### src/logic/ctrl_params.svh
`ifndef CTRL_PARAMS_SVH
`define CTRL_PARAMS_SVH

// instruction field widths
`define OPCODE_W 6
`define FUNCT_W  6

// opcodes
`define OP_RTYPE 6'b000000
`define OP_ADDI  6'b001000
`define OP_ADDIU 6'b001001
`define OP_SLTI  6'b001010
`define OP_LUI   6'b001111
`define OP_BEQ   6'b000100
`define OP_BNE   6'b000101
`define OP_BLE   6'b000110
`define OP_BGT   6'b000111
`define OP_J     6'b000010
`define OP_JAL   6'b000011
`define OP_LW    6'b100011
`define OP_SW    6'b101011

// R-type functs
`define FN_ADD 6'b100000
`define FN_SUB 6'b100010
`define FN_AND 6'b100100
`define FN_SLT 6'b101010
`define FN_JR  6'b001000

// longest memory wait, in cycles, before the handshake must complete
`define MEM_WAIT_MAX 16

`endif
### src/logic/ctrlPkg.sv
`default_nettype none

package ctrlPkg;

  typedef enum logic [4:0] {
    stReset, stFetch, stDecode, stRegFetch,
    stAluExec, stImmExec, stLuiExec, stAluWrite, stImmWrite,
    stBranchExec, stJump, stJal, stJr,
    stMemAddr, stMemRead, stMemWrite, stLoadWrite,
    stEpcSave, stExcJump
  } stateT;

  typedef enum logic [3:0] {
    clsRType, clsImmArith, clsSlti, clsLui, clsBranch, clsJump,
    clsJal, clsJr, clsLoad, clsStore, clsIllegal
  } instrClassT;

  typedef enum logic [2:0] {aluPass, aluAdd, aluSub, aluAnd, aluCompare} aluOpT;

  typedef enum logic [1:0] {dstRt, dstRd, dstRa, dstSp} regDstT;

  typedef enum logic [2:0] {
    wbAluResult, wbMemData, wbPcLink, wbLuiImm, wbStackInit, wbSltFlag
  } wbSrcT;

  typedef enum logic [2:0] {
    pcAluResult, pcBranchTarget, pcJumpTarget, pcExcVector, pcRegRs
  } pcSrcT;

  typedef enum logic {srcAPc, srcARegA} aluSrcAT;

  typedef enum logic [1:0] {srcBRegB, srcBFour, srcBImmExt, srcBBranchOff} aluSrcBT;

  typedef enum logic [1:0] {excNone, excIllegalOp, excOverflow} excCauseT;

  // one datapath control word per state
  typedef struct packed {
    logic    memValid;
    logic    memWrite;
    logic    addrFromAlu; // 0 takes the address from pc
    logic    irWrite;
    logic    pcWrite;
    pcSrcT   pcSrc;
    logic    regWrite;
    regDstT  regDst;
    wbSrcT   wbSrc;
    aluOpT   aluOp;
    aluSrcAT aluSrcA;
    aluSrcBT aluSrcB;
    logic    epcWrite;
  } ctrlWordT;

endpackage

`default_nettype wire

### src/logic/ctrlUnit.sv
`default_nettype none

`include "ctrl_params.svh"

module ctrlUnit import ctrlPkg::*; (
  input  logic                 clk,
  input  logic                 reset,
  input  logic [`OPCODE_W-1:0] opcode,
  input  logic [`FUNCT_W-1:0]  funct,
  input  logic                 overflow,
  input  logic                 eq,
  input  logic                 gt,
  input  logic                 lt,
  input  logic                 memReady,
  output logic                 memValid,
  output logic                 memWrite,
  output logic                 addrFromAlu,
  output logic                 irWrite,
  output logic                 pcWrite,
  output pcSrcT                pcSrc,
  output logic                 regWrite,
  output regDstT               regDst,
  output wbSrcT                wbSrc,
  output aluOpT                aluOp,
  output aluSrcAT              aluSrcA,
  output aluSrcBT              aluSrcB,
  output logic                 epcWrite,
  output excCauseT             excCause
);

  instrClassT instrClass;
  aluOpT      aluFunct;
  logic       trapsOverflow;
  logic       branchTaken;
  logic       excRaise;
  stateT      state;
  ctrlWordT   ctrl;

  instrDecoder decoder_i (
    .opcode(opcode), .funct(funct), .eq(eq), .gt(gt), .lt(lt),
    .instrClass(instrClass), .aluFunct(aluFunct),
    .trapsOverflow(trapsOverflow), .branchTaken(branchTaken)
  );

  exceptionUnit exc_i (
    .clk(clk), .reset(reset), .state(state), .instrClass(instrClass),
    .trapsOverflow(trapsOverflow), .overflow(overflow),
    .excRaise(excRaise), .excCause(excCause)
  );

  mainFsm fsm_i (
    .clk(clk), .reset(reset), .instrClass(instrClass),
    .excRaise(excRaise), .memReady(memReady), .state(state)
  );

  ctrlWordTable table_i (
    .state(state), .aluFunct(aluFunct), .branchTaken(branchTaken), .ctrl(ctrl)
  );

  assign memValid    = ctrl.memValid;
  assign memWrite    = ctrl.memWrite;
  assign addrFromAlu = ctrl.addrFromAlu;
  assign irWrite     = ctrl.irWrite;
  assign pcWrite     = ctrl.pcWrite;
  assign pcSrc       = ctrl.pcSrc;
  assign regWrite    = ctrl.regWrite;
  assign regDst      = ctrl.regDst;
  assign wbSrc       = ctrl.wbSrc;
  assign aluOp       = ctrl.aluOp;
  assign aluSrcA     = ctrl.aluSrcA;
  assign aluSrcB     = ctrl.aluSrcB;
  assign epcWrite    = ctrl.epcWrite;

endmodule

`default_nettype wire

### src/logic/ctrlWordTable.sv
`default_nettype none

module ctrlWordTable import ctrlPkg::*; (
  input  stateT    state,
  input  aluOpT    aluFunct,
  input  logic     branchTaken,
  output ctrlWordT ctrl
);

  always_comb begin
    ctrl = '{
      memValid: 1'b0, memWrite: 1'b0, addrFromAlu: 1'b0, irWrite: 1'b0,
      pcWrite: 1'b0, pcSrc: pcAluResult, regWrite: 1'b0, regDst: dstRt,
      wbSrc: wbAluResult, aluOp: aluPass, aluSrcA: srcAPc, aluSrcB: srcBRegB,
      epcWrite: 1'b0
    };
    case (state)
      stReset: begin
        ctrl.regWrite = 1'b1; // stack pointer init
        ctrl.regDst   = dstSp;
        ctrl.wbSrc    = wbStackInit;
      end
      stFetch: begin
        ctrl.memValid = 1'b1;
        ctrl.aluOp    = aluAdd;
        ctrl.aluSrcB  = srcBFour;
      end
      stDecode: begin
        ctrl.irWrite = 1'b1;
        ctrl.pcWrite = 1'b1; // pc + 4
        ctrl.aluOp   = aluAdd;
        ctrl.aluSrcB = srcBFour;
      end
      stRegFetch: begin
        ctrl.aluOp   = aluAdd; // branch target into aluOut
        ctrl.aluSrcB = srcBBranchOff;
      end
      stAluExec: begin
        ctrl.aluOp   = aluFunct;
        ctrl.aluSrcA = srcARegA;
      end
      stImmExec: begin
        ctrl.aluOp   = aluFunct;
        ctrl.aluSrcA = srcARegA;
        ctrl.aluSrcB = srcBImmExt;
      end
      stLuiExec: ctrl.aluSrcB = srcBImmExt;
      stAluWrite: begin
        ctrl.regWrite = 1'b1;
        ctrl.regDst   = dstRd;
        ctrl.wbSrc    = (aluFunct == aluCompare) ? wbSltFlag : wbAluResult;
      end
      stImmWrite: begin
        ctrl.regWrite = 1'b1;
        case (aluFunct)
          aluCompare: ctrl.wbSrc = wbSltFlag;
          aluPass:    ctrl.wbSrc = wbLuiImm; // only lui reaches here with pass
          default:    ctrl.wbSrc = wbAluResult;
        endcase
      end
      stBranchExec: begin
        ctrl.aluOp   = aluCompare;
        ctrl.aluSrcA = srcARegA;
        ctrl.pcWrite = branchTaken;
        ctrl.pcSrc   = pcBranchTarget;
      end
      stJump: begin
        ctrl.pcWrite = 1'b1;
        ctrl.pcSrc   = pcJumpTarget;
      end
      stJal: begin
        ctrl.regWrite = 1'b1;
        ctrl.regDst   = dstRa;
        ctrl.wbSrc    = wbPcLink;
      end
      stJr: begin
        ctrl.pcWrite = 1'b1;
        ctrl.pcSrc   = pcRegRs;
      end
      stMemAddr: begin
        ctrl.aluOp   = aluAdd;
        ctrl.aluSrcA = srcARegA;
        ctrl.aluSrcB = srcBImmExt;
      end
      stMemRead: begin
        ctrl.memValid    = 1'b1;
        ctrl.addrFromAlu = 1'b1;
      end
      stMemWrite: begin
        ctrl.memValid    = 1'b1;
        ctrl.memWrite    = 1'b1;
        ctrl.addrFromAlu = 1'b1;
      end
      stLoadWrite: begin
        ctrl.regWrite = 1'b1;
        ctrl.wbSrc    = wbMemData;
      end
      stEpcSave: begin
        ctrl.epcWrite = 1'b1;
        ctrl.aluOp    = aluSub; // epc gets pc - 4
        ctrl.aluSrcB  = srcBFour;
      end
      stExcJump: begin
        ctrl.pcWrite = 1'b1;
        ctrl.pcSrc   = pcExcVector;
      end
      default: ;
    endcase
  end

endmodule

`default_nettype wire

### src/logic/mainFsm.sv
`default_nettype none

`include "ctrl_params.svh"

module mainFsm import ctrlPkg::*; (
  input  logic       clk,
  input  logic       reset,
  input  instrClassT instrClass,
  input  logic       excRaise,
  input  logic       memReady,
  output stateT      state
);

  stateT nextState;
  logic  isMemState;
  logic  memHold;

  assign isMemState = (state == stFetch) || (state == stMemRead) || (state == stMemWrite);
  assign memHold    = isMemState && !memReady; // back-pressure from memory

  always_ff @(posedge clk or posedge reset) begin
    if (reset) begin
      state <= stReset;
    end else begin
      state <= nextState;
    end
  end

  always_comb begin
    nextState = stFetch;
    if (memHold) begin
      nextState = state;
    end else begin
      case (state)
        stReset:  nextState = stFetch; // after the sp write
        stFetch:  nextState = stDecode;
        stDecode: nextState = stRegFetch;
        stRegFetch: begin
          if (excRaise) begin
            nextState = stEpcSave;
          end else begin
            case (instrClass)
              clsRType:              nextState = stAluExec;
              clsImmArith, clsSlti:  nextState = stImmExec;
              clsLui:                nextState = stLuiExec;
              clsBranch:             nextState = stBranchExec;
              clsJump:               nextState = stJump;
              clsJal:                nextState = stJal;
              clsJr:                 nextState = stJr;
              clsLoad, clsStore:     nextState = stMemAddr;
              default:               nextState = stEpcSave;
            endcase
          end
        end
        stAluExec:  nextState = excRaise ? stEpcSave : stAluWrite;
        stImmExec:  nextState = excRaise ? stEpcSave : stImmWrite;
        stLuiExec:  nextState = stImmWrite;
        stJal:      nextState = stJump; // ra first, then the jump
        stMemAddr:  nextState = (instrClass == clsStore) ? stMemWrite : stMemRead;
        stMemRead:  nextState = stLoadWrite;
        stEpcSave:  nextState = stExcJump;
        // write states, branchExec, jump, jr, memWrite and excJump all end here
        default:    nextState = stFetch;
      endcase
    end
  end

  // memory answers within the budget
  memWaitBound: assert property (@(posedge clk) disable iff (reset)
    isMemState |-> ##[0:`MEM_WAIT_MAX] memReady);

endmodule

`default_nettype wire

### src/logic/exceptionUnit.sv
`default_nettype none

module exceptionUnit import ctrlPkg::*; (
  input  logic       clk,
  input  logic       reset,
  input  stateT      state,
  input  instrClassT instrClass,
  input  logic       trapsOverflow,
  input  logic       overflow,
  output logic       excRaise,
  output excCauseT   excCause
);

  logic illegalHit;
  logic overflowHit;

  assign illegalHit  = (state == stRegFetch) && (instrClass == clsIllegal);
  assign overflowHit = (state == stAluExec || state == stImmExec) && trapsOverflow && overflow;
  assign excRaise    = illegalHit || overflowHit;

  // cause is captured on the edge into epcSave and held until the next exception
  always_ff @(posedge clk or posedge reset) begin
    if (reset) begin
      excCause <= excNone;
    end else if (excRaise) begin
      excCause <= illegalHit ? excIllegalOp : excOverflow;
    end
  end

  // epcSave runs once, with a cause already latched, and hands over to excJump
  epcSaveOnce: assert property (@(posedge clk) disable iff (reset)
    state == stEpcSave |-> excCause != excNone ##1 state == stExcJump);

endmodule

`default_nettype wire

### src/logic/instrDecoder.sv
`default_nettype none

`include "ctrl_params.svh"

module instrDecoder import ctrlPkg::*; (
  input  logic [`OPCODE_W-1:0] opcode,
  input  logic [`FUNCT_W-1:0]  funct,
  input  logic                 eq,
  input  logic                 gt,
  input  logic                 lt,
  output instrClassT           instrClass,
  output aluOpT                aluFunct,
  output logic                 trapsOverflow,
  output logic                 branchTaken
);

  always_comb begin
    instrClass    = clsIllegal;
    aluFunct      = aluPass;
    trapsOverflow = 1'b0;
    case (opcode)
      `OP_RTYPE: begin
        case (funct)
          `FN_ADD: begin
            instrClass    = clsRType;
            aluFunct      = aluAdd;
            trapsOverflow = 1'b1;
          end
          `FN_SUB: begin
            instrClass    = clsRType;
            aluFunct      = aluSub;
            trapsOverflow = 1'b1;
          end
          `FN_AND: begin
            instrClass = clsRType;
            aluFunct   = aluAnd;
          end
          `FN_SLT: begin
            instrClass = clsRType;
            aluFunct   = aluCompare;
          end
          `FN_JR:  instrClass = clsJr;
          default: instrClass = clsIllegal; // shifts, mult/div etc. are not decoded
        endcase
      end
      `OP_ADDI: begin
        instrClass    = clsImmArith;
        aluFunct      = aluAdd;
        trapsOverflow = 1'b1;
      end
      `OP_ADDIU: begin
        instrClass = clsImmArith;
        aluFunct   = aluAdd; // same sum, overflow ignored
      end
      `OP_SLTI: begin
        instrClass = clsSlti;
        aluFunct   = aluCompare;
      end
      `OP_LUI: instrClass = clsLui;
      `OP_BEQ, `OP_BNE, `OP_BLE, `OP_BGT: begin
        instrClass = clsBranch;
        aluFunct   = aluCompare;
      end
      `OP_J:   instrClass = clsJump;
      `OP_JAL: instrClass = clsJal;
      `OP_LW: begin
        instrClass = clsLoad;
        aluFunct   = aluAdd;
      end
      `OP_SW: begin
        instrClass = clsStore;
        aluFunct   = aluAdd;
      end
      default: instrClass = clsIllegal;
    endcase
  end

  // flags come from the compare done in branchExec
  always_comb begin
    case (opcode)
      `OP_BEQ: branchTaken = eq;
      `OP_BNE: branchTaken = !eq;
      `OP_BLE: branchTaken = lt || eq;
      `OP_BGT: branchTaken = gt;
      default: branchTaken = 1'b0;
    endcase
  end

endmodule

`default_nettype wire

### config.mk
export PLATFORM = sky130hd
export DESIGN_NAME = ctrlUnit
export DESIGN_NICKNAME = d
export VERILOG_FILES = /design/src/logic/ctrlPkg.sv /design/src/logic/ctrlUnit.sv /design/src/logic/ctrlWordTable.sv /design/src/logic/mainFsm.sv /design/src/logic/exceptionUnit.sv /design/src/logic/instrDecoder.sv
export VERILOG_INCLUDE_DIRS = /design/src /design/src/logic
export SDC_FILE = /design/constraint.sdc
export NUM_CORES = 1
export LEC_CHECK = 0
export BUFFER_PORTS_ARGS = -buffer_cell sky130_fd_sc_hd__buf_2
export CAP_MARGIN = 20
export CELL_PAD_IN_SITES_DETAIL_PLACEMENT = 0
export CELL_PAD_IN_SITES_GLOBAL_PLACEMENT = 1
export CORE_MARGIN = 3
export CORE_UTILIZATION = 33
export CTS_CLUSTER_SIZE = 14
export DETAILED_ROUTE_END_ITERATION = 10
export GPL_TIMING_DRIVEN = 0
export PLACE_DENSITY = 0.76
export SYNTH_ARGS = -nofsm -noshare
export SYNTH_HDL_FRONTEND = slang
export SYNTH_SLANG_ARGS = --single-unit
### constraint.sdc
create_clock -name clk -period 1.6 [get_ports clk]
set_input_delay 0.24 -clock clk [delete_from_list [all_inputs] [get_ports clk]]
set_output_delay 0.24 -clock clk [all_outputs]
set_load 0.03 [all_outputs]
==> impl_metrics.toml <==
[clocking]
root_buffer = "sky130_fd_sc_hd__clkbuf_8"
clkSinkCount = 7
h-tree-depth = 1
max-clock-path-buffers = 2
tritoncts_clock_tree = "yes"
cts.reportedPaths.clkPinSlew_ns = 0.04
clk_latency_ns = 0.23
cts_buffers = 3

[critical_path]
cp.required_ns = 1.70
worst_setup_path_end_kind = "flip-flop"
path_class = "input port to flip-flop"
rr_startpoint = "fsm_i.state[4]"
critical_path_buf_inv_count = 1
crit_chain = "buf_8, or3b_4, o211ai_4, nand4b_1, ha_2, nor2_2, nand4_1, a21oi_2, nor3_2, o41a_1"
crit_path_max_fanout = 3
path_delay_family = "simple AND/OR/NAND/NOR gates"
timing.reg2reg.worst_path_depth = 7
slowest_stage_cell_on_the_critical_path = "sky130_fd_sc_hd__or3b_4"
crit_arrival_ns = 2.10
regToRegSetupSlack_ns = -0.25
timing.critical_path.from_type = "input port"
slowest_delay_ns = 0.39
timing.rr.end = "fsm_i.state[2]"

[power_and_ir_drop]
total_leakage_power_nw = 1.19
max-vdd-ir-drop_v = 0.000891
power_density_mw_per_mm2 = 1620

[grt]
grt_use_total_pct = 24.1
grt_pass1_wl_um = 10200
grt_antenna_before_repair = 0
largest_net_degree_at_the_start_of_global_routing = 11
remaining_overflow_grt = 0
first_global_vias = 2160

[drt]
drt-met1-wl_um = 2670
drt-total-wl_um = 6790
drtAntennaViolNets = 0
via_count = 2213
dr.first_iter.drc_count = 231
met3_length_um = 501
drtPass1Iterations = 7
remaining_drc_errors = 0
routedWlPerCell_um = 18.5
top_layer_used = "met4"
avgViaCountPerCell = 6.03
dr_wl_met2_um = 3370

[finish]
finish.net_count = 340
antenna_cells_inserted = 0
layout-drive-gt1-share_pct = 63.4
mostFrequentLayoutCells = "sky130_fd_sc_hd__buf_4, sky130_fd_sc_hd__buf_6, sky130_fd_sc_hd__nand2_1, sky130_fd_sc_hd__nor2_1, sky130_fd_sc_hd__buf_2"
final_util_pct = 72.5
nFillCells = 301
flow.area_growth_from_synthesis_pct = 104
multi_input_area_mm2 = 0.00164
seqCellArea_um2 = 178
mostFrequentLayoutCell = "sky130_fd_sc_hd__buf_4"

[timing]
fmax_mhz = 498
period_needed_ns = 2.01
report.final.setup_viol = 26
timing.final.ws_setup_ns = -0.407
worst_setup_skew_after_layout_ns = 0.00635
max_slew_margin_pct = 70.4
grt_setup_unrepaired = "true"
worst-slew-pin-transition_ns = 0.442
hold_viol_final = 0
drv_slew = 0
worst_hold_slack_ns = 0.476
min_period_over_period_pct = 125

[floorplan]
start_util_pct = 35.6
dieWidth_um = 72.8
fp.coreArea_mm2 = 0.00414
die_y_extent_um = 72.8
pin_count = 42
row_count = 23
floorplan.die_area_mm2 = 0.00530

[yosys]
ys_ff_latch = 7
synthTopCellsByArea = "sky130_fd_sc_hd__dfrtp_1, sky130_fd_sc_hd__nor2_1, sky130_fd_sc_hd__nand2_1, sky130_fd_sc_hd__a21oi_1, sky130_fd_sc_hd__nor3_1"
async_flop_share_pct = 100
synth_edf_count = 0
synth.yosys.seq_area_share_pct = 11.9
syn_area_mm2 = 0.00147
ys_warn_count = 0
syn_avg_cell_area_um2 = 6.64
yosysTopAreaCellShare_pct = 11.9
post_syn_nets = 244
synth_top_area_cell = "sky130_fd_sc_hd__dfrtp_1"
synth_flop_cell = "sky130_fd_sc_hd__dfrtp_1"
netlist_instances = 222
synthDistinctLibCells = 60

[placement]
dp_hpwl_um = 4000
io_buffer_count = 40
routabilityCongestion = 0.940

[job]
max-cap-violations = 0

[status]
failed_checks = "setup timing"
status = "finished, violations left"

[min_path]
hold_crit_class = "input port to asynchronous set/reset pin"
==> power by group <==
part	internal, mW	switching (mW)	leakage (nW)	total [mW]
clock network	0.172	0.0696	0.0228	0.241
logic	1.97	2.31	1.08	4.29
registers	0.237	0.103	0.0842	0.339
==> stage by stage <==
| stage | setup TNS (ns) | area (µm²) | setup WS, ns | total power [mW] | cells |
|---|---|---|---|---|---|
| floorplan | -2.03 | 1680 | -0.470 | 2.27 | 222 |
| global placement | -8.47 | 1940 | -0.933 | 2.90 | 312 |
| detailed placement | -8.22 | 1940 | -0.933 | 2.88 | 312 |
| CTS | -5.27 | 2780 | -0.426 | 4.38 | 359 |
| global route | -7.93 | 3000 | -0.510 | 5.10 | 367 |
| finish | -5.84 | 3000 | -0.407 | 4.87 | 367 |
==> area by class of cell <==
class / instances / area share (%)
Buffer: 15 / 7.08
Clock buffer: 4 / 1.50
Inverter: 13 / 1.92
Multi-Input combinational cell: 186 / 54.5
Sequential cell: 7 / 5.92
Tap cell: 50 / 2.08
Timing Repair Buffer: 92 / 27.0
==> sequential cells by signal, summed over array words and instances (netlist names) <==
name / cells
fsm_i.state: 5
exc_i.excCause: 2
==> worst register-to-register path: cells and delay by family (launching register included) <==
family	cells	cell delay [ns]
buffers and inverters	1	0.16
AOI/OAI and AO/OA	2	0.36
DFF	1	0.47
and+or+nand+nor	4	0.73
==> per-layer routing <==
metal | global-route usage [%] | vias to the layer above
met5 | 0 | -
li1 | - | 1008
met1 | 29.9 | 1052
met4 | 10.7 | 0
met2 | 41.4 | 126
met3 | 3.03 | 27
==> logic make-up (layout without fill, tap and decap cells) <==
kind of cell,after synthesis,after routing,synth area share (%)
simple gates,101,101,37.5
xor+xnor,4,4,2.38
flops,7,7,11.9
mux,3,3,2.12
fa+ha+maj,3,3,2.55
buf+inv,29,124,8.06
compound gates,75,75,35.5
==> Yosys cell counts (all sizes together), types with 3 or more instances <==
master / instances
nand2b: 5
nand2: 22
nand3: 7
ha: 3
clkbuf: 4
and3: 3
a21o: 3
nor2b: 7
nand3b: 3
a21oi: 17
buf: 12
nor3: 13
nor2: 24
a31oi: 5
o211ai: 4
dfrtp: 7
inv: 13
o32ai: 3
a211oi: 5
xor2: 3
o21ai: 19
==> how the worst max path moves through the flow <==
stage | start | to | slack, ns | cells after the start
after floorplan | opcode[2] | fsm_i.state[4] | -0.47 | 13
after global placement | opcode[1] | fsm_i.state[4] | -0.93 | 13
after detailed placement | opcode[1] | fsm_i.state[4] | -0.93 | 13
after CTS | opcode[2] | fsm_i.state[4] | -0.43 | 14
after global routing | opcode[2] | fsm_i.state[4] | -0.51 | 14
final | funct[0] | fsm_i.state[4] | -0.41 | 10
==> repair_timing <==
item                                   in CTS  in global routing
hold buffers                                1                  0
cloned                                      1                  1
gates resized for setup                   120                 38
endpoints found under the hold margin       7                  0
pin swaps                                  31                 21
setup endpoints to repair                  28                 28
buffers inserted                           41                  9
No activity file was read; power rests on OpenSTA's default activity.
